--- config.mk ---
export PLATFORM = sky130hd
export DESIGN_NAME = cart_mapper
export DESIGN_NICKNAME = d
export VERILOG_FILES = /design/src/design/mapper_pkg.sv /design/src/design/cart_mapper.sv /design/src/design/flash_emu.sv /design/src/design/addr_decode.sv /design/src/design/bank_regs.sv /design/src/design/bus_sampler.sv
export SDC_FILE = /design/constraint.sdc
export NUM_CORES = 1
export LEC_CHECK = 0
export BUFFER_PORTS_ARGS = -buffer_cell sky130_fd_sc_hd__buf_4
export CAP_MARGIN = 20
export CORE_MARGIN = 5
export CORE_UTILIZATION = 30
export CTS_CLUSTER_DIAMETER = 100
export DETAILED_ROUTE_END_ITERATION = 8
export HOLD_SLACK_MARGIN = 0.15
export PLACE_DENSITY = 0.43
export SLEW_MARGIN = 5
export SYNTH_ARGS = -nofsm -noshare
export SYNTH_HDL_FRONTEND = slang
export SYNTH_SLANG_ARGS = --single-unit
export TNS_END_PERCENT = 50
--- constraint.sdc ---
create_clock -name SClk -period 2.63 [get_ports SClk]
set_input_delay 0.526 -clock SClk [delete_from_list [all_inputs] [get_ports SClk]]
set_output_delay 0.526 -clock SClk [all_outputs]
set_load 0.1 [all_outputs]
--- src/design/mapper_pkg.sv ---
package mapper_pkg;

    // widths that carry a meaning on the cartridge side
    typedef logic [7:0] byte_t;
    typedef logic [7:0] reg_addr_t;
    typedef logic [9:0] bank_t;
    typedef logic [8:0] rom_page_t;
    typedef logic [3:0] ram_page_t;
    typedef logic [6:0] addr_ext_t;

    typedef enum logic [2:0] {
        wait_aa,
        wait_55,
        cmd,
        fast_mode,
        fast_write,
        single_write,
        erase
    } flash_state_t;

    // bandai 2001 bank registers
    localparam reg_addr_t LINEAR_ADDR_OFF = 8'hC0;
    localparam reg_addr_t RAM_BANK        = 8'hC1;
    localparam reg_addr_t ROM_BANK_0      = 8'hC2;
    localparam reg_addr_t ROM_BANK_1      = 8'hC3;

    // bandai 2003 registers
    localparam reg_addr_t MEMORY_CTRL  = 8'hCE;
    localparam reg_addr_t RAM_BANK_L   = 8'hD0;
    localparam reg_addr_t RAM_BANK_H   = 8'hD1;
    localparam reg_addr_t ROM_BANK_0_L = 8'hD2;
    localparam reg_addr_t ROM_BANK_0_H = 8'hD3;
    localparam reg_addr_t ROM_BANK_1_L = 8'hD4;
    localparam reg_addr_t ROM_BANK_1_H = 8'hD5;

    // nileswan extension
    localparam reg_addr_t POW_CNT      = 8'hE2;
    localparam reg_addr_t BANK_MASK_LO = 8'hE4;
    localparam reg_addr_t BANK_MASK_HI = 8'hE5;
    localparam reg_addr_t EMU_CNT      = 8'hE6;

    // POW_CNT accepts this value even with the extension off
    localparam byte_t POW_UNLOCK = 8'hFD;

    localparam bank_t     BANK_RESET     = 10'h3FF;
    localparam byte_t     LINEAR_RESET   = 8'hFF;
    localparam rom_page_t ROM_MASK_RESET = 9'h1FF;
    localparam ram_page_t RAM_MASK_RESET = 4'hF;

    localparam byte_t FLASH_KEY1             = 8'hAA;
    localparam byte_t FLASH_KEY2             = 8'h55;
    localparam byte_t FLASH_CMD_FAST         = 8'h20;
    localparam byte_t FLASH_CMD_PROGRAM      = 8'hA0;
    localparam byte_t FLASH_CMD_ERASE_SECTOR = 8'h30;
    localparam byte_t FLASH_CMD_ERASE_CHIP   = 8'h10;
    localparam byte_t FLASH_CMD_EXIT_FAST    = 8'h90;

    localparam byte_t FLASH_ERASE_STATUS = 8'hFF;
    localparam byte_t FLASH_FAST_STATUS  = 8'h00;

endpackage
--- src/design/cart_mapper.sv ---
module cart_mapper (
    input  logic                  SClk,
    input  logic                  reset,
    input  logic                  sel_n,
    input  logic                  oe_n,
    input  logic                  we_n,
    input  logic                  io_n,
    input  logic [3:0]            addr_hi,
    input  logic [3:0]            addr_lo,
    input  mapper_pkg::byte_t     data_in,
    output mapper_pkg::byte_t     data_out,
    output logic                  data_oe,
    output mapper_pkg::addr_ext_t addr_ext,
    output logic                  psram1_sel_n,
    output logic                  psram2_sel_n,
    output logic                  sram_sel_n
);

    logic s_sel_n, s_oe_n, s_we_n, s_io_n;
    logic [3:0] s_addr_hi;
    logic io_wr, mem_wr;
    mapper_pkg::reg_addr_t s_reg_addr, wr_addr;
    mapper_pkg::byte_t wr_data, linear_bank, reg_data, status;
    mapper_pkg::bank_t ram_bank, rom0_bank, rom1_bank;
    mapper_pkg::rom_page_t rom_mask;
    mapper_pkg::ram_page_t ram_mask;
    logic mask_rom0, mask_rom1, mask_ram;
    logic self_flash, sram_enable, flash_emu_enable, reg_hit;
    logic psram1_hit, psram2_hit;
    logic pass_read, pass_write, catch_read;

    bus_sampler sampler0 (
        .SClk(SClk), .reset(reset),
        .sel_n(sel_n), .oe_n(oe_n), .we_n(we_n), .io_n(io_n),
        .addr_hi(addr_hi), .addr_lo(addr_lo), .data_in(data_in),
        .s_sel_n(s_sel_n), .s_oe_n(s_oe_n), .s_we_n(s_we_n), .s_io_n(s_io_n),
        .s_reg_addr(s_reg_addr), .s_addr_hi(s_addr_hi), .s_data(),
        .io_wr(io_wr), .mem_wr(mem_wr), .wr_addr(wr_addr), .wr_data(wr_data)
    );

    bank_regs regs0 (
        .SClk(SClk), .reset(reset),
        .io_wr(io_wr), .wr_addr(wr_addr), .wr_data(wr_data), .s_reg_addr(s_reg_addr),
        .linear_bank(linear_bank), .ram_bank(ram_bank),
        .rom0_bank(rom0_bank), .rom1_bank(rom1_bank),
        .rom_mask(rom_mask), .ram_mask(ram_mask),
        .mask_rom0(mask_rom0), .mask_rom1(mask_rom1), .mask_ram(mask_ram),
        .self_flash(self_flash), .sram_enable(sram_enable),
        .flash_emu_enable(flash_emu_enable), .reg_hit(reg_hit), .reg_data(reg_data)
    );

    addr_decode decode0 (
        .linear_bank(linear_bank), .ram_bank(ram_bank),
        .rom0_bank(rom0_bank), .rom1_bank(rom1_bank),
        .rom_mask(rom_mask), .ram_mask(ram_mask),
        .mask_rom0(mask_rom0), .mask_rom1(mask_rom1), .mask_ram(mask_ram),
        .self_flash(self_flash), .sram_enable(sram_enable),
        .s_addr_hi(s_addr_hi), .s_sel_n(s_sel_n), .s_oe_n(s_oe_n),
        .s_we_n(s_we_n), .s_io_n(s_io_n),
        .pass_read(pass_read), .pass_write(pass_write),
        .psram1_hit(psram1_hit), .psram2_hit(psram2_hit), .addr_ext(addr_ext),
        .psram1_sel_n(psram1_sel_n), .psram2_sel_n(psram2_sel_n), .sram_sel_n(sram_sel_n)
    );

    flash_emu flash0 (
        .SClk(SClk), .reset(reset),
        .mem_wr(mem_wr), .wr_data(wr_data),
        .psram1_hit(psram1_hit), .psram2_hit(psram2_hit),
        .flash_emu_enable(flash_emu_enable),
        .pass_read(pass_read), .pass_write(pass_write),
        .catch_read(catch_read), .status(status)
    );

    // the cartridge drives the bus for register reads and emulated flash status
    assign data_oe  = ~s_sel_n & ~s_oe_n & ((~s_io_n & reg_hit) | (s_io_n & catch_read));
    assign data_out = s_io_n ? status : reg_data;

endmodule

--- src/design/flash_emu.sv ---
module flash_emu (
    input  logic              SClk,
    input  logic              reset,
    input  logic              mem_wr,
    input  mapper_pkg::byte_t wr_data,
    input  logic              psram1_hit,
    input  logic              psram2_hit,
    input  logic              flash_emu_enable,
    output logic              pass_read,
    output logic              pass_write,
    output logic              catch_read,
    output mapper_pkg::byte_t status
);

    mapper_pkg::flash_state_t state;
    logic psram_hit;

    assign psram_hit = psram1_hit | psram2_hit;

    always_ff @(posedge SClk) begin
        if (reset) begin
            state <= mapper_pkg::wait_aa;
        end else if (mem_wr && psram_hit) begin
            case (state)
                mapper_pkg::wait_aa:
                    if (wr_data == mapper_pkg::FLASH_KEY1) state <= mapper_pkg::wait_55;
                mapper_pkg::wait_55:
                    state <= (wr_data == mapper_pkg::FLASH_KEY2) ?
                             mapper_pkg::cmd : mapper_pkg::wait_aa;
                mapper_pkg::cmd: begin
                    case (wr_data)
                        mapper_pkg::FLASH_CMD_FAST:    state <= mapper_pkg::fast_mode;
                        mapper_pkg::FLASH_CMD_PROGRAM: state <= mapper_pkg::single_write;
                        mapper_pkg::FLASH_CMD_ERASE_CHIP,
                        mapper_pkg::FLASH_CMD_ERASE_SECTOR: state <= mapper_pkg::erase;
                        default:                       state <= mapper_pkg::wait_aa;
                    endcase
                end
                mapper_pkg::fast_mode: begin
                    if (wr_data == mapper_pkg::FLASH_CMD_PROGRAM) begin
                        state <= mapper_pkg::fast_write;
                    end else if (wr_data == mapper_pkg::FLASH_CMD_EXIT_FAST) begin
                        state <= mapper_pkg::wait_aa;
                    end
                end
                mapper_pkg::fast_write:   state <= mapper_pkg::fast_mode;
                mapper_pkg::single_write: state <= mapper_pkg::wait_aa;
                // a new unlock can start straight from erase
                default:
                    state <= (wr_data == mapper_pkg::FLASH_KEY1) ?
                             mapper_pkg::wait_55 : mapper_pkg::wait_aa;
            endcase
        end
    end

    assign pass_read  = ~flash_emu_enable |
                        (state != mapper_pkg::erase && state != mapper_pkg::fast_mode);
    assign pass_write = ~flash_emu_enable |
                        (state == mapper_pkg::single_write || state == mapper_pkg::fast_write);
    assign catch_read = ~pass_read & psram_hit;
    assign status     = (state == mapper_pkg::erase) ?
                        mapper_pkg::FLASH_ERASE_STATUS : mapper_pkg::FLASH_FAST_STATUS;

    a_reset_state: assert property (@(posedge SClk)
        reset |=> state == mapper_pkg::wait_aa);

endmodule

--- src/design/addr_decode.sv ---
module addr_decode (
    input  mapper_pkg::byte_t     linear_bank,
    input  mapper_pkg::bank_t     ram_bank,
    input  mapper_pkg::bank_t     rom0_bank,
    input  mapper_pkg::bank_t     rom1_bank,
    input  mapper_pkg::rom_page_t rom_mask,
    input  mapper_pkg::ram_page_t ram_mask,
    input  logic                  mask_rom0,
    input  logic                  mask_rom1,
    input  logic                  mask_ram,
    input  logic                  self_flash,
    input  logic                  sram_enable,
    input  logic [3:0]            s_addr_hi,
    input  logic                  s_sel_n,
    input  logic                  s_oe_n,
    input  logic                  s_we_n,
    input  logic                  s_io_n,
    input  logic                  pass_read,
    input  logic                  pass_write,
    output logic                  psram1_hit,
    output logic                  psram2_hit,
    output mapper_pkg::addr_ext_t addr_ext,
    output logic                  psram1_sel_n,
    output logic                  psram2_sel_n,
    output logic                  sram_sel_n
);

    mapper_pkg::rom_page_t page_sel;
    mapper_pkg::rom_page_t rom_page;
    mapper_pkg::ram_page_t ram_page;
    logic rom_space;
    logic ram_space;
    logic apply_mask;
    logic sram_hit;
    logic mem_cycle;
    logic psram_go;

    always_comb begin
        page_sel   = '0;
        rom_space  = 1'b0;
        ram_space  = 1'b0;
        apply_mask = 1'b1;
        case (s_addr_hi)
            // internal area, nothing on the cartridge
            4'h0: ;
            4'h1: begin
                rom_space  = self_flash;
                ram_space  = ~self_flash;
                page_sel   = ram_bank[8:0];
                apply_mask = mask_ram;
            end
            4'h2: begin
                rom_space  = 1'b1;
                page_sel   = rom0_bank[8:0];
                apply_mask = mask_rom0;
            end
            4'h3: begin
                rom_space  = 1'b1;
                page_sel   = rom1_bank[8:0];
                apply_mask = mask_rom1;
            end
            default: begin
                rom_space = 1'b1;
                page_sel  = {linear_bank[4:0], s_addr_hi};
            end
        endcase
    end

    assign rom_page = apply_mask ? (page_sel & rom_mask) : page_sel;
    assign ram_page = apply_mask ? (ram_bank[3:0] & ram_mask) : ram_bank[3:0];

    assign psram1_hit = rom_space && rom_page[8:7] == 2'b00;
    assign psram2_hit = rom_space && rom_page[8:7] == 2'b01;
    assign sram_hit   = ram_space && !ram_page[3] && sram_enable;

    // SRAM only decodes the low three banking bits
    assign addr_ext = {rom_page[6:3], rom_space ? rom_page[2:0] : ram_page[2:0]};

    assign mem_cycle = ~s_sel_n & s_io_n;
    assign psram_go  = mem_cycle & ((~s_oe_n & pass_read) | (~s_we_n & pass_write));

    assign psram1_sel_n = ~(psram_go & psram1_hit);
    assign psram2_sel_n = ~(psram_go & psram2_hit);
    assign sram_sel_n   = ~(mem_cycle & sram_hit & (~s_oe_n | ~s_we_n));

endmodule

--- src/design/bank_regs.sv ---
module bank_regs (
    input  logic                   SClk,
    input  logic                   reset,
    input  logic                   io_wr,
    input  mapper_pkg::reg_addr_t  wr_addr,
    input  mapper_pkg::byte_t      wr_data,
    input  mapper_pkg::reg_addr_t  s_reg_addr,
    output mapper_pkg::byte_t      linear_bank,
    output mapper_pkg::bank_t      ram_bank,
    output mapper_pkg::bank_t      rom0_bank,
    output mapper_pkg::bank_t      rom1_bank,
    output mapper_pkg::rom_page_t  rom_mask,
    output mapper_pkg::ram_page_t  ram_mask,
    output logic                   mask_rom0,
    output logic                   mask_rom1,
    output logic                   mask_ram,
    output logic                   self_flash,
    output logic                   sram_enable,
    output logic                   flash_emu_enable,
    output logic                   reg_hit,
    output mapper_pkg::byte_t      reg_data
);

    logic ext_nile;
    logic ext_2003;
    mapper_pkg::byte_t pow_cnt;

    assign pow_cnt = {1'b0, sram_enable, 1'b0, ext_2003, 1'b0, ext_nile, 2'b00};

    always_ff @(posedge SClk) begin
        if (reset) begin
            linear_bank      <= mapper_pkg::LINEAR_RESET;
            ram_bank         <= mapper_pkg::BANK_RESET;
            rom0_bank        <= mapper_pkg::BANK_RESET;
            rom1_bank        <= mapper_pkg::BANK_RESET;
            rom_mask         <= mapper_pkg::ROM_MASK_RESET;
            ram_mask         <= mapper_pkg::RAM_MASK_RESET;
            mask_rom0        <= 1'b1;
            mask_rom1        <= 1'b1;
            mask_ram         <= 1'b1;
            self_flash       <= 1'b0;
            sram_enable      <= 1'b1;
            flash_emu_enable <= 1'b0;
            ext_nile         <= 1'b1;
            ext_2003         <= 1'b1;
        end else if (io_wr) begin
            case (wr_addr)
                mapper_pkg::LINEAR_ADDR_OFF: linear_bank <= wr_data;
                mapper_pkg::RAM_BANK:        ram_bank[7:0] <= wr_data;
                mapper_pkg::ROM_BANK_0:      rom0_bank[7:0] <= wr_data;
                mapper_pkg::ROM_BANK_1:      rom1_bank[7:0] <= wr_data;
                // 2003 registers, high halves take two bits
                mapper_pkg::RAM_BANK_L:
                    if (ext_2003) ram_bank[7:0] <= wr_data;
                mapper_pkg::ROM_BANK_0_L:
                    if (ext_2003) rom0_bank[7:0] <= wr_data;
                mapper_pkg::ROM_BANK_1_L:
                    if (ext_2003) rom1_bank[7:0] <= wr_data;
                mapper_pkg::RAM_BANK_H:
                    if (ext_2003) ram_bank[9:8] <= wr_data[1:0];
                mapper_pkg::ROM_BANK_0_H:
                    if (ext_2003) rom0_bank[9:8] <= wr_data[1:0];
                mapper_pkg::ROM_BANK_1_H:
                    if (ext_2003) rom1_bank[9:8] <= wr_data[1:0];
                mapper_pkg::MEMORY_CTRL:
                    if (ext_2003) self_flash <= wr_data[0];
                mapper_pkg::BANK_MASK_LO:
                    if (ext_nile) rom_mask[7:0] <= wr_data;
                mapper_pkg::BANK_MASK_HI: begin
                    if (ext_nile) begin
                        rom_mask[8] <= wr_data[0];
                        mask_rom0   <= wr_data[1];
                        mask_rom1   <= wr_data[2];
                        mask_ram    <= wr_data[3];
                        ram_mask    <= wr_data[7:4];
                    end
                end
                mapper_pkg::POW_CNT: begin
                    // unlock value lets software recover the extension
                    if (ext_nile || wr_data == mapper_pkg::POW_UNLOCK) begin
                        ext_nile    <= wr_data[2];
                        ext_2003    <= wr_data[4];
                        sram_enable <= wr_data[6];
                    end
                end
                mapper_pkg::EMU_CNT:
                    if (ext_nile) flash_emu_enable <= wr_data[2];
                default: ;
            endcase
        end
    end

    always_comb begin
        reg_hit  = 1'b1;
        reg_data = '0;
        case (s_reg_addr)
            mapper_pkg::LINEAR_ADDR_OFF: reg_data = linear_bank;
            mapper_pkg::RAM_BANK, mapper_pkg::RAM_BANK_L:
                reg_data = ram_bank[7:0];
            mapper_pkg::ROM_BANK_0, mapper_pkg::ROM_BANK_0_L:
                reg_data = rom0_bank[7:0];
            mapper_pkg::ROM_BANK_1, mapper_pkg::ROM_BANK_1_L:
                reg_data = rom1_bank[7:0];
            mapper_pkg::RAM_BANK_H:   reg_data = {6'h00, ram_bank[9:8]};
            mapper_pkg::ROM_BANK_0_H: reg_data = {6'h00, rom0_bank[9:8]};
            mapper_pkg::ROM_BANK_1_H: reg_data = {6'h00, rom1_bank[9:8]};
            mapper_pkg::MEMORY_CTRL:  reg_data = {7'h00, self_flash};
            mapper_pkg::POW_CNT:      reg_data = pow_cnt;
            mapper_pkg::BANK_MASK_LO: reg_data = rom_mask[7:0];
            mapper_pkg::BANK_MASK_HI:
                reg_data = {ram_mask, mask_ram, mask_rom1, mask_rom0, rom_mask[8]};
            mapper_pkg::EMU_CNT:      reg_data = {5'h00, flash_emu_enable, 2'b00};
            default:                  reg_hit = 1'b0;
        endcase
    end

endmodule

--- src/design/bus_sampler.sv ---
module bus_sampler (
    input  logic                  SClk,
    input  logic                  reset,
    input  logic                  sel_n,
    input  logic                  oe_n,
    input  logic                  we_n,
    input  logic                  io_n,
    input  logic [3:0]            addr_hi,
    input  logic [3:0]            addr_lo,
    input  mapper_pkg::byte_t     data_in,
    output logic                  s_sel_n,
    output logic                  s_oe_n,
    output logic                  s_we_n,
    output logic                  s_io_n,
    output mapper_pkg::reg_addr_t s_reg_addr,
    output logic [3:0]            s_addr_hi,
    output mapper_pkg::byte_t     s_data,
    output logic                  io_wr,
    output logic                  mem_wr,
    output mapper_pkg::reg_addr_t wr_addr,
    output mapper_pkg::byte_t     wr_data
);

    logic write_end;

    // we_n rising while the cartridge was selected in the last sample
    assign write_end = ~s_we_n & we_n & ~s_sel_n;
    assign s_addr_hi = s_reg_addr[7:4];

    always_ff @(posedge SClk) begin
        if (reset) begin
            s_sel_n <= 1'b1;
            s_oe_n  <= 1'b1;
            s_we_n  <= 1'b1;
            s_io_n  <= 1'b1;
            io_wr   <= 1'b0;
            mem_wr  <= 1'b0;
        end else begin
            s_sel_n <= sel_n;
            s_oe_n  <= oe_n;
            s_we_n  <= we_n;
            s_io_n  <= io_n;
            io_wr   <= write_end & ~s_io_n;
            mem_wr  <= write_end & s_io_n;
        end
    end

    always_ff @(posedge SClk) begin
        s_reg_addr <= {addr_hi, addr_lo};
        s_data     <= data_in;
        // keeps the last sample taken while we_n was low
        if (!s_we_n) begin
            wr_addr <= s_reg_addr;
            wr_data <= s_data;
        end
    end

    a_wr_exclusive: assert property (@(posedge SClk) disable iff (reset)
        !(io_wr && mem_wr));

endmodule

## After elaboration in Yosys (flattened, before gate mapping)

Cells that the tools add are included.

| word-level totals | value |
|---|---|
| output and inout bits | 19 |
| bits in registers | 100 |
| input bits | 22 |

| cells by class | value |
|---|---|
| eq/ne operators | 55 |
| muxes and demuxes | 22 |
| reductions and logical operators | 33 |
| bitwise operators | 35 |

Operators by type and width:

| operator | count |
|---|---|
| 8-bit equality test, second input constant | 34 |
| 8-bit case mux with 12 select lines | 1 |
| 8-bit case mux with 2 select lines | 3 |
| 9-bit case mux with 4 select lines | 1 |
| 3-bit AND reduction | 12 |
| 8-bit two-way mux | 3 |
| 3-bit case mux with 6 select lines | 1 |
| 1-bit AND | 17 |
| 8-bit by 6-bit equality test with 1-bit output, second input constant | 2 |
| 15-bit OR reduction | 1 |
| 3-bit two-way mux | 4 |
| 1-bit NOT | 10 |
| 9-bit AND | 1 |
| 3-bit equality test, second input constant | 3 |
| 9-bit two-way mux | 1 |
| 3-bit case mux with 3 select lines | 1 |
| 4-bit by 2-bit equality test with 1-bit output, second input constant | 2 |
| 8-bit by 5-bit equality test with 1-bit output, second input constant | 1 |
| 8-bit by 7-bit equality test with 1-bit output, second input constant | 1 |
| 2-bit by 1-bit inequality test with 1-bit output, second input constant | 4 |
| 2-bit OR reduction | 4 |
| 3-bit by 2-bit equality test with 1-bit output, second input constant | 2 |
| 1-bit logical AND | 6 |
| 1-bit OR | 6 |
| other kinds (19) | 24 |

## Depth between registers and ports, before layout

Gate-level depths: netlist of run 1.

| logic depth | value |
|---|---|
| word-level depth | 11 |
| gate-level depth with buffers | 8 |
| gate-level depth less buffers | 6 |

## By module

Synthesis of run 1 repeated with hierarchy kept, for this count alone.

| unflattened totals | value |
|---|---|
| cell total of the unflattened synthesis | 543 |
| area total of the unflattened synthesis | 5271.3 µm² |

Modules (own cells, without submodules):

| module | times used | seq. area each (µm²) | area an instance (µm²) | cells an instance |
|---|---|---|---|---|
| bank_regs | 1 | 1181.1 | 3121.7 | 342 |
| bus_sampler | 1 | 920.9 | 1029.7 | 50 |
| addr_decode | 1 | 0.0 | 543.0 | 84 |
| flash_emu | 1 | 60.1 | 425.4 | 56 |
| cart_mapper | 1 | 0.0 | 151.4 | 11 |

## Worst setup path after synthesis of run 1

Ideal clock, no wire load.

| timing path | value |
|---|---|
| kind | register to output |
| from | reg sampler0.s_reg_addr[7] |
| to | out addr_ext[4] |
| required time | 2104 ps |
| buffers on the path | 2 |
| setup slack | -1302 ps |
| cell stages (with the launch flop) | 8 |
| data arrival time | 3406 ps |
| cell sequence | dfxtp_1 > buf_2 > nor2_1 > o221ai_2 > nor2_1 > buf_2 > nor2_1 > nor3_1 |

| on the way | value |
|---|---|
| longest elaborated chain between the ends | 4 |
| elaborated cells between the ends (all ways) | 8 |

Ends and longest elaborated chain:

| element | RTL line | source |
|---|---|---|
| start, declared | bus_sampler.sv:15 | `output mapper_pkg::reg_addr_t s_reg_addr,` |
| start signal, assigned | bus_sampler.sv:49 | `s_reg_addr <= {addr_hi, addr_lo};` |
| 4-bit by 2-bit equality test with 1-bit output (tied with other cells) | addr_decode.sv:43 | `case (s_addr_hi)` |
| 9-bit case mux with 4 select lines | addr_decode.sv:43 |  |
| 9-bit AND | addr_decode.sv:69 | `assign rom_page = apply_mask ? (page_sel & rom_mask) : page_sel;` |
| 9-bit two-way mux (*) | addr_decode.sv:69 |  |
| end, declared | cart_mapper.sv:13 | `output mapper_pkg::addr_ext_t addr_ext,` |

Mark *: on every way between the ends. The rest lies on a longest branch, timed or not.

## Worst setup path in the final report of run 1

| timing path | value |
|---|---|
| from | reg sampler0.s_reg_addr[2] |
| to | out data_oe |

| on the way | value |
|---|---|
| longest elaborated chain between the ends | 6 |
| elaborated cells between the ends (all ways) | 20 |

Ends and longest elaborated chain:

| element | RTL line | source |
|---|---|---|
| 8-bit equality test | bank_regs.sv:96 | `case (s_reg_addr)` |
| 15-bit OR reduction (no source line) (*) | - |  |
| 1-bit two-way mux (*) | bank_regs.sv:96 |  |
| 1-bit AND (*) | cart_mapper.sv:75 | `assign data_oe = ~s_sel_n & ~s_oe_n & ((~s_io_n & reg_hit) \| (s_io_n & catch_read));` |
| 1-bit OR (*) | cart_mapper.sv:75 |  |
| 1-bit AND (*) | cart_mapper.sv:75 |  |
| end, declared | cart_mapper.sv:12 | `output logic data_oe,` |

Marked as above.

==> results of run 1 <==
## sequential cells by signal (all words and copies together) (netlist names), 3 cells and up
| register | count |
|---|---|
| sampler0.wr_addr | 8 |
| regs0.ram_bank | 10 |
| sampler0.s_reg_addr | 8 |
| sampler0.wr_data | 8 |
| regs0.rom0_bank | 10 |
| regs0.rom_mask | 9 |
| regs0.linear_bank | 8 |
| regs0.ram_mask | 4 |
| regs0.rom1_bank | 10 |
| sampler0.s_data | 8 |
| flash0.state | 3 |
## power breakdown
| group | internal [mW] | total (mW) | switching [mW] |
|---|---|---|---|
| clock network | 0.668 | 1.34 | 0.671 |
| logic | 0.147 | 0.368 | 0.222 |
| registers | 1.59 | 1.64 | 0.0492 |
## cells in the final DEF, fill, tap and decap left out, types with 4 or more instances in the layout
cell	count
buf_4	70
o211ai_1	21
nand3b_1	6
o21ai_2	10
dfxtp_1	77
or2_2	4
a21oi_1	9
buf_6	16
o21ai_0	19
a22oi_1	10
nor4_4	4
inv_1	17
mux2_2	8
nand2b_1	4
nor2b_1	4
nor2_2	4
edfxtp_1	16
nand2_1	83
buf_12	18
nand3_1	17
nor2_1	35
nand4_1	4
dfxtp_4	5
nor3_1	11
a211oi_1	5
nor3_4	5
nor4_1	5
mux2i_1	38
clkbuf_16	9
## metal layers
| layer | GRT usage | up-vias | routed length (um) |
|---|---|---|---|
| met4 | 0.0640 | 0 | 469 |
| met3 | 0.0397 | 37 | 833 |
| met2 | 0.282 | 131 | 8180 |
| met5 | 0 | - | 0 |
| li1 | - | 2116 | - |
| met1 | 0.228 | 2104 | 7550 |
## how the worst max path moves through the flow
| stage | start | endpoint | slack [ns] | cells past startpoint |
|---|---|---|---|---|
| 6_report | sampler0.s_reg_addr[2] | data_oe | -0.16 | 8 |
| 5_1_grt | sampler0.s_reg_addr[7] | data_out[2] | -0.24 | 7 |
| 4_1_cts | sampler0.s_reg_addr[1] | data_out[2] | -0.19 | 8 |
| 3_5_place_dp | sampler0.s_reg_addr[7] | data_out[2] | 0.05 | 7 |
| 3_3_place_gp | sampler0.s_reg_addr[6] | data_oe | 0.03 | 9 |
| 2_1_floorplan | sampler0.s_reg_addr[2] | data_oe | -0.26 | 7 |
## stage by stage
step | setup TNS, ns | setup WS [ns]
6_report | -1.16 | -0.164
5_1_grt | -2.54 | -0.237
2_1_floorplan | -1.95 | -0.258
3_5_place_dp | 0 | 0.0481
4_1_cts | -1.42 | -0.194
3_3_place_gp | 0 | 0.0296
## logic make-up after synthesis
group / count (synthesis) / synth area share
buf+inv: 54 / 0.0619
flops: 100 / 0.438
mux: 46 / 0.0954
simple gates: 217 / 0.227
xor+xnor: 4 / 0.00711
compound gates: 117 / 0.170
## timing repair
action,CTS,global route
resized for setup,78,46
hold buffers,0,0
endpoints found under the setup margin,19,19
pin swaps,10,25
setup buffers,3,11
gates cloned,1,0
## layout make-up
class | count | area [um^2] | area share
clock buffers | 9 | 225 | 0.0335
repair buffers | 105 | 1080 | 0.161
multi-input cells | 385 | 2820 | 0.420
clock inverters | 7 | 66.3 | 0.00986
well taps | 216 | 270 | 0.0402
flip-flops and latches | 100 | 2180 | 0.325
inverters | 20 | 75.1 | 0.0112
==> metrics.csv, run 1 <==
stage,metric,value,unit
run_status,status,"complete, but fails checks",
run_status,violations,setup timing,
place,dpl.cell_count,812,
sta,grt_setup_unrepaired,true,
synth,syn_avg_cell_area,9.17,um^2
synth,synth_edf_count,16,
synth,synth_top_area_share,0.341,
drt,ant_nets,0,
drt,totalWireLength,17.0,mm
power,power.density,497,mW/mm^2
place,placed_cell_area,0.00581,mm^2
sta,clock.fmax,358,MHz
synth,synth.area.top_cells,"dfxtp_1, edfxtp_1, mux2i_1",
floorplan,num_io_pins,41,
critical_path,reg2reg_to,regs0.sram_enable,
synth,ys_async_sr_fraction,0,
grt,grt_max_degree,58,
place,port_buffers,40,
synth,synth_ff_type,dfxtp_1,
critical_path,cp.arrival,2.27,ns
power,leakage,2.50,nW
critical_path,crit_path_end_kind,output pin,
layout,nFillCells,1619,
power,finalPower,3.34,mW
worst_hold_path,min_from,addr_hi[2],
floorplan,die-area,0.0191,mm^2
drt,avgViaCountPerCell,5.21,
grt,grt_pass1_vias,4283,
sta,min_period_over_period,1.06,
drt,wire_per_inst,20.2,um
grt,grt_first_pass_wirelength,25.9,mm
worst_hold_path,hp-class,input pin to flip-flop,
critical_path,crit_buf_inv,2,
floorplan,row_count,46,
clock_tree,clock_latency,0.36,ns
synth,yosysWarnings,0,
critical_path,crit_required,2.10,ns
drt,drc,0,
critical_path,path_cells,or3_4 > nor2_4 > nor2_2 > o21ai_2 > buf_6 > o21ai_4 > a211oi_4 > buf_12,
layout,antennaDiodeCount,0,
floorplan,die_y,138,um
floorplan,initial_core_util,0.308,
clock_tree,clkTransAtPathRegs,0.08,ns
critical_path,crit_type,flip-flop to output pin,
synth,seq_area_frac_synth,0.438,
sta,layout_setup_ws,-0.164,ns
layout,finalNetCount,643,
synth,synth_cells,538,
clock_tree,cts.sinks,100,
layout,area_growth,36.4,%
clock_tree,cts.htree.levels,3,
synth,synth.most_common_cell,nand2_1,
grt,groute.usage.overall,0.174,
sta,setup_viol,13,
flow_run,maxCapViolations,0,
critical_path,cp_top_family,simple AND/OR/NAND/NOR gates,
critical_path,r2r_setup_slack,0.44,ns
sta,slew_violations,0,
floorplan,die_w,138,um
clock_tree,cts_max_path_buffers,2,
clock_tree,cts_tree,done,
worst_hold_path,min_to,sampler0.s_reg_addr[6],
synth,synth.distinct_cells,67,
sta,hold_viol_final,0,
power,irDropWorstVdd,297,uV
worst_hold_path,holdPathStages,1,
synth,synth_top_area_cell,dfxtp_1,
critical_path,reg2reg_from,sampler0.wr_data[2],
place,dp_hpwl,12.3,mm
layout,utilization,0.420,
layout,stdcell_area,0.00673,mm^2
sta,holdWs,0.262,ns
synth,netlist_area,0.00493,mm^2
layout,fin_cells,842,
sta,tightest_slew,0.671,ns
sta,period_needed,2.79,ns
critical_path,startpoint_type,flip-flop,
clock_tree,cts_root_buf,clkbuf_16,
sta,clock_skew,0.00886,ns
critical_path,slowest_delay,0.43,ns
grt,antenna_found_initial,0,
grt,grt-ovfl-total,0,
critical_path,r2r_cells,6,
place,gp_congestion,0.920,
layout,drive_above_1_share,0.347,
drt,routed-via-count,4388,
clock_tree,numCtsBuffers,9,
drt,dr.first_iter.drc_count,393,
synth,synthTopCellsByCount,"nand2_1, dfxtp_1, nor2_1",
critical_path,critPathMaxFanout,4,
floorplan,coreArea,0.0160,mm^2
critical_path,critPathSlowestCell,or3_4,
synth,synth-seq-cells,100,
drt,firstDrtPassIters,5,
synth,synth_fp_nets,560,
sta,slew_headroom,0.552,
Power figures use the tool's default switching activity.
==> run 2, diff against run 1 <==
--- a/config.mk
+++ b/config.mk
@@ -5,12 +5,14 @@
 export SDC_FILE = /design/constraint.sdc
 export NUM_CORES = 1
 export LEC_CHECK = 0
-export BUFFER_PORTS_ARGS = -buffer_cell sky130_fd_sc_hd__buf_4
+export BUFFER_PORTS_ARGS = -buffer_cell sky130_fd_sc_hd__buf_2
 export CAP_MARGIN = 20
 export CORE_MARGIN = 5
 export CORE_UTILIZATION = 30
+export CTS_BUF_LIST = sky130_fd_sc_hd__clkbuf_16
 export CTS_CLUSTER_DIAMETER = 100
 export DETAILED_ROUTE_END_ITERATION = 8
+export GPL_ROUTABILITY_DRIVEN = 0
 export HOLD_SLACK_MARGIN = 0.15
 export PLACE_DENSITY = 0.43
 export SLEW_MARGIN = 5
==> run 2 against run 1 <==
Net effect: largest power group unchanged; register-to-register slack improved by 0.06 ns; first-iteration DRC count fell by 15%; clock skew rose by 0.0019 ns; critical path depth did not move; the run still ends with setup timing left; wire length fell by 0.88%.
==> metrics.csv, run 2 (same netlist as run 1, synthesis figures left out) <==
stage,metric,value,unit,change
critical_path,startpoint_type,flip-flop,,unchanged
critical_path,reg2reg_to,regs0.ext_nile,,was regs0.sram_enable
power,power.density,496,mW/mm^2,was 497 mW/mm^2
sta,tightest_slew,0.742,ns,was 0.671 ns
place,port_buffers,40,,unchanged
drt,wire_per_inst,20.1,um,was 20.2 um
clock_tree,cts.htree.levels,3,,unchanged
critical_path,crit_type,flip-flop to output pin,,unchanged
sta,min_period_over_period,1.05,,was 1.06
drt,firstDrtPassIters,5,,unchanged
sta,grt_setup_unrepaired,true,,unchanged
power,irDropWorstVdd,333,uV,was 297 uV
clock_tree,cts_tree,done,,unchanged
clock_tree,cts_max_path_buffers,2,,unchanged
floorplan,die-area,0.0191,mm^2,unchanged
critical_path,crit_required,2.10,ns,about the same
drt,dr.first_iter.drc_count,336,,was 393
power,leakage,2.48,nW,was 2.50 nW
run_status,status,"complete, but fails checks",,unchanged
critical_path,cpMostUsedCell,buf_6,,
grt,grt_max_degree,59,,was 58
layout,finalNetCount,642,,was 643
clock_tree,numCtsBuffers,9,,unchanged
layout,nFillCells,1618,,was 1619
floorplan,die_w,138,um,unchanged
layout,drive_above_1_share,0.330,,was 0.347
layout,stdcell_area,0.00664,mm^2,was 0.00673 mm^2
critical_path,r2r_setup_slack,0.50,ns,was 0.44 ns
floorplan,die_y,138,um,unchanged
sta,hold_viol_final,0,,unchanged
worst_hold_path,holdPathStages,1,,unchanged
worst_hold_path,min_from,data_in[4],,was addr_hi[2]
sta,slew_violations,0,,unchanged
clock_tree,clock_latency,0.36,ns,about the same
floorplan,num_io_pins,41,,unchanged
critical_path,critPathMaxFanout,8,,was 4
layout,reg_top3,"regs0.ram_bank (10), regs0.rom0_bank (10), regs0.rom1_bank (10)",,unchanged
sta,slew_headroom,0.505,,was 0.552
sta,period_needed,2.75,ns,was 2.79 ns
floorplan,initial_core_util,0.308,,unchanged
worst_hold_path,hp-class,input pin to flip-flop,,unchanged
critical_path,slowest_delay,0.38,ns,was 0.43 ns
sta,clock.fmax,364,MHz,was 358 MHz
drt,avgViaCountPerCell,5.21,,about the same
critical_path,r2r_cells,6,,unchanged
layout,final_cell_mix,"nand2_1, dfxtp_1, buf_4",,unchanged
clock_tree,cts.sinks,100,,unchanged
run_status,violations,setup timing,,unchanged
layout,area_growth,34.7,%,was 36.4%
floorplan,row_count,46,,unchanged
place,dp_hpwl,12.6,mm,was 12.3 mm
clock_tree,cts_root_buf,clkbuf_16,,unchanged
grt,antenna_found_initial,0,,unchanged
sta,layout_setup_ws,-0.121,ns,was -0.164 ns
layout,final_common_cell,nand2_1,,unchanged
clock_tree,clkTransAtPathRegs,0.07,ns,was 0.08 ns
critical_path,reg2reg_from,sampler0.wr_data[6],,was sampler0.wr_data[2]
critical_path,critPathSlowestCell,dfxtp_4,,was or3_4
layout,antennaDiodeCount,0,,unchanged
grt,grt-ovfl-total,0,,unchanged
sta,setup_viol,16,,was 13
critical_path,crit_buf_inv,3,,was 2
drt,routed-via-count,4381,,was 4388
place,placed_cell_area,0.00600,mm^2,was 0.00581 mm^2
sta,clock_skew,0.0107,ns,was 0.00886 ns
grt,grt_pass1_vias,4344,,was 4283
critical_path,path_cells,nand4bb_4 > nor3_4 > buf_6 > buf_6 > a32oi_1 > and3_1 > o21ai_2 > buf_12,,was or3_4 > nor2_4 > nor2_2 > o21ai_2 > buf_6 > o21ai_4 > a211oi_4 > buf_12
critical_path,startpoint,sampler0.s_reg_addr[5],,was sampler0.s_reg_addr[2]
critical_path,cp.arrival,2.22,ns,was 2.27 ns
drt,ant_nets,0,,unchanged
power,finalPower,3.30,mW,was 3.34 mW
clock_tree,ctsHoldBuffers,0,,unchanged
flow_run,maxCapViolations,0,,unchanged
critical_path,crit_path_end_kind,output pin,,unchanged
floorplan,coreArea,0.0160,mm^2,unchanged
grt,grt_first_pass_wirelength,26.2,mm,was 25.9 mm
drt,totalWireLength,16.9,mm,was 17.0 mm
grt,groute.usage.overall,0.176,,was 0.174
drt,drc,0,,unchanged
critical_path,cp_top_family,simple AND/OR/NAND/NOR gates,,unchanged
worst_hold_path,min_to,sampler0.s_data[4],,was sampler0.s_reg_addr[6]
-- run 2: changes by cell type in the layout (fill, tap and decap cells not counted), moves of 3 or more --
cell / before / now
buf_4: 70 / 53
buf_6: 16 / 10
buf_2: 0 / 21
nor2_1: 35 / 39
nor2_2: 4 / 0
buf_12: 18 / 21
-- run 2: what timing repair did --
action	in CTS	in global routing
setup buffers	8	7
cloned	0	0
pin swaps	10	9
gates resized for setup	45	15
setup endpoints to repair	19	19
-- run 2: power breakdown --
group	leakage, nW	internal, mW	switching [mW]
Sequential	0.838	1.59	0.0491
Combinational	1.50	0.138	0.219
Clock	0.141	0.658	0.646
-- run 2: worst reg2reg max path: stages, from the launching register on --
cell	delay, ns
edfxtp_1	0.57
nand2_1	0.12
nor4_2	0.30
a41oi_1	0.26
nor4_4	0.45
mux2i_1	0.23
nand2_1	0.07
-- run 2: routing by layer --
| layer | routed length (um) | GRT usage |
|---|---|---|
| met1 | 7640 | 0.236 |
| met2 | 8080 | 0.292 |
| met3 | 853 | 0.0372 |
| met4 | 312 | 0.0421 |
| met5 | 0 | 0 |
-- run 2: cell type report --
| cell class | instances | area (um^2) | share of cell area |
|---|---|---|---|
| well taps | 216 | 270 | 0.0407 |
| multi-input cells | 384 | 2790 | 0.421 |
| clock inverters | 7 | 56.3 | 0.00847 |
| inverters | 20 | 75.1 | 0.0113 |
| repair buffers | 105 | 1040 | 0.156 |
| flip-flops and latches | 100 | 2190 | 0.329 |
| clock buffers | 9 | 225 | 0.0339 |
-- run 2: metrics by stage --
stage | setup TNS [ns] | hold slack [ns] | std cells | utilization | setup WS (ns)
after global placement | 0 | 0.387 | 811 | 0.375 | 0.0588
after CTS | -1.02 | 0.252 | 835 | 0.408 | -0.132
after detailed placement | 0 | 0.389 | 811 | 0.375 | 0.0668
after global routing | -2.73 | 0.247 | 841 | 0.415 | -0.217
final | -1.06 | 0.263 | 841 | 0.415 | -0.121
after floorplan | -1.95 | 0.386 | 538 | - | -0.258
-- run 2: worst max-delay path by stage --
stage,depth (start not counted),end,slack (ns)
finish,8,data_out[2],-0.12
global route,8,data_out[2],-0.22
CTS,8,data_oe,-0.13
detailed placement,8,psram2_sel_n,0.07
global placement,8,psram2_sel_n,0.06
floorplan,7,data_oe,-0.26
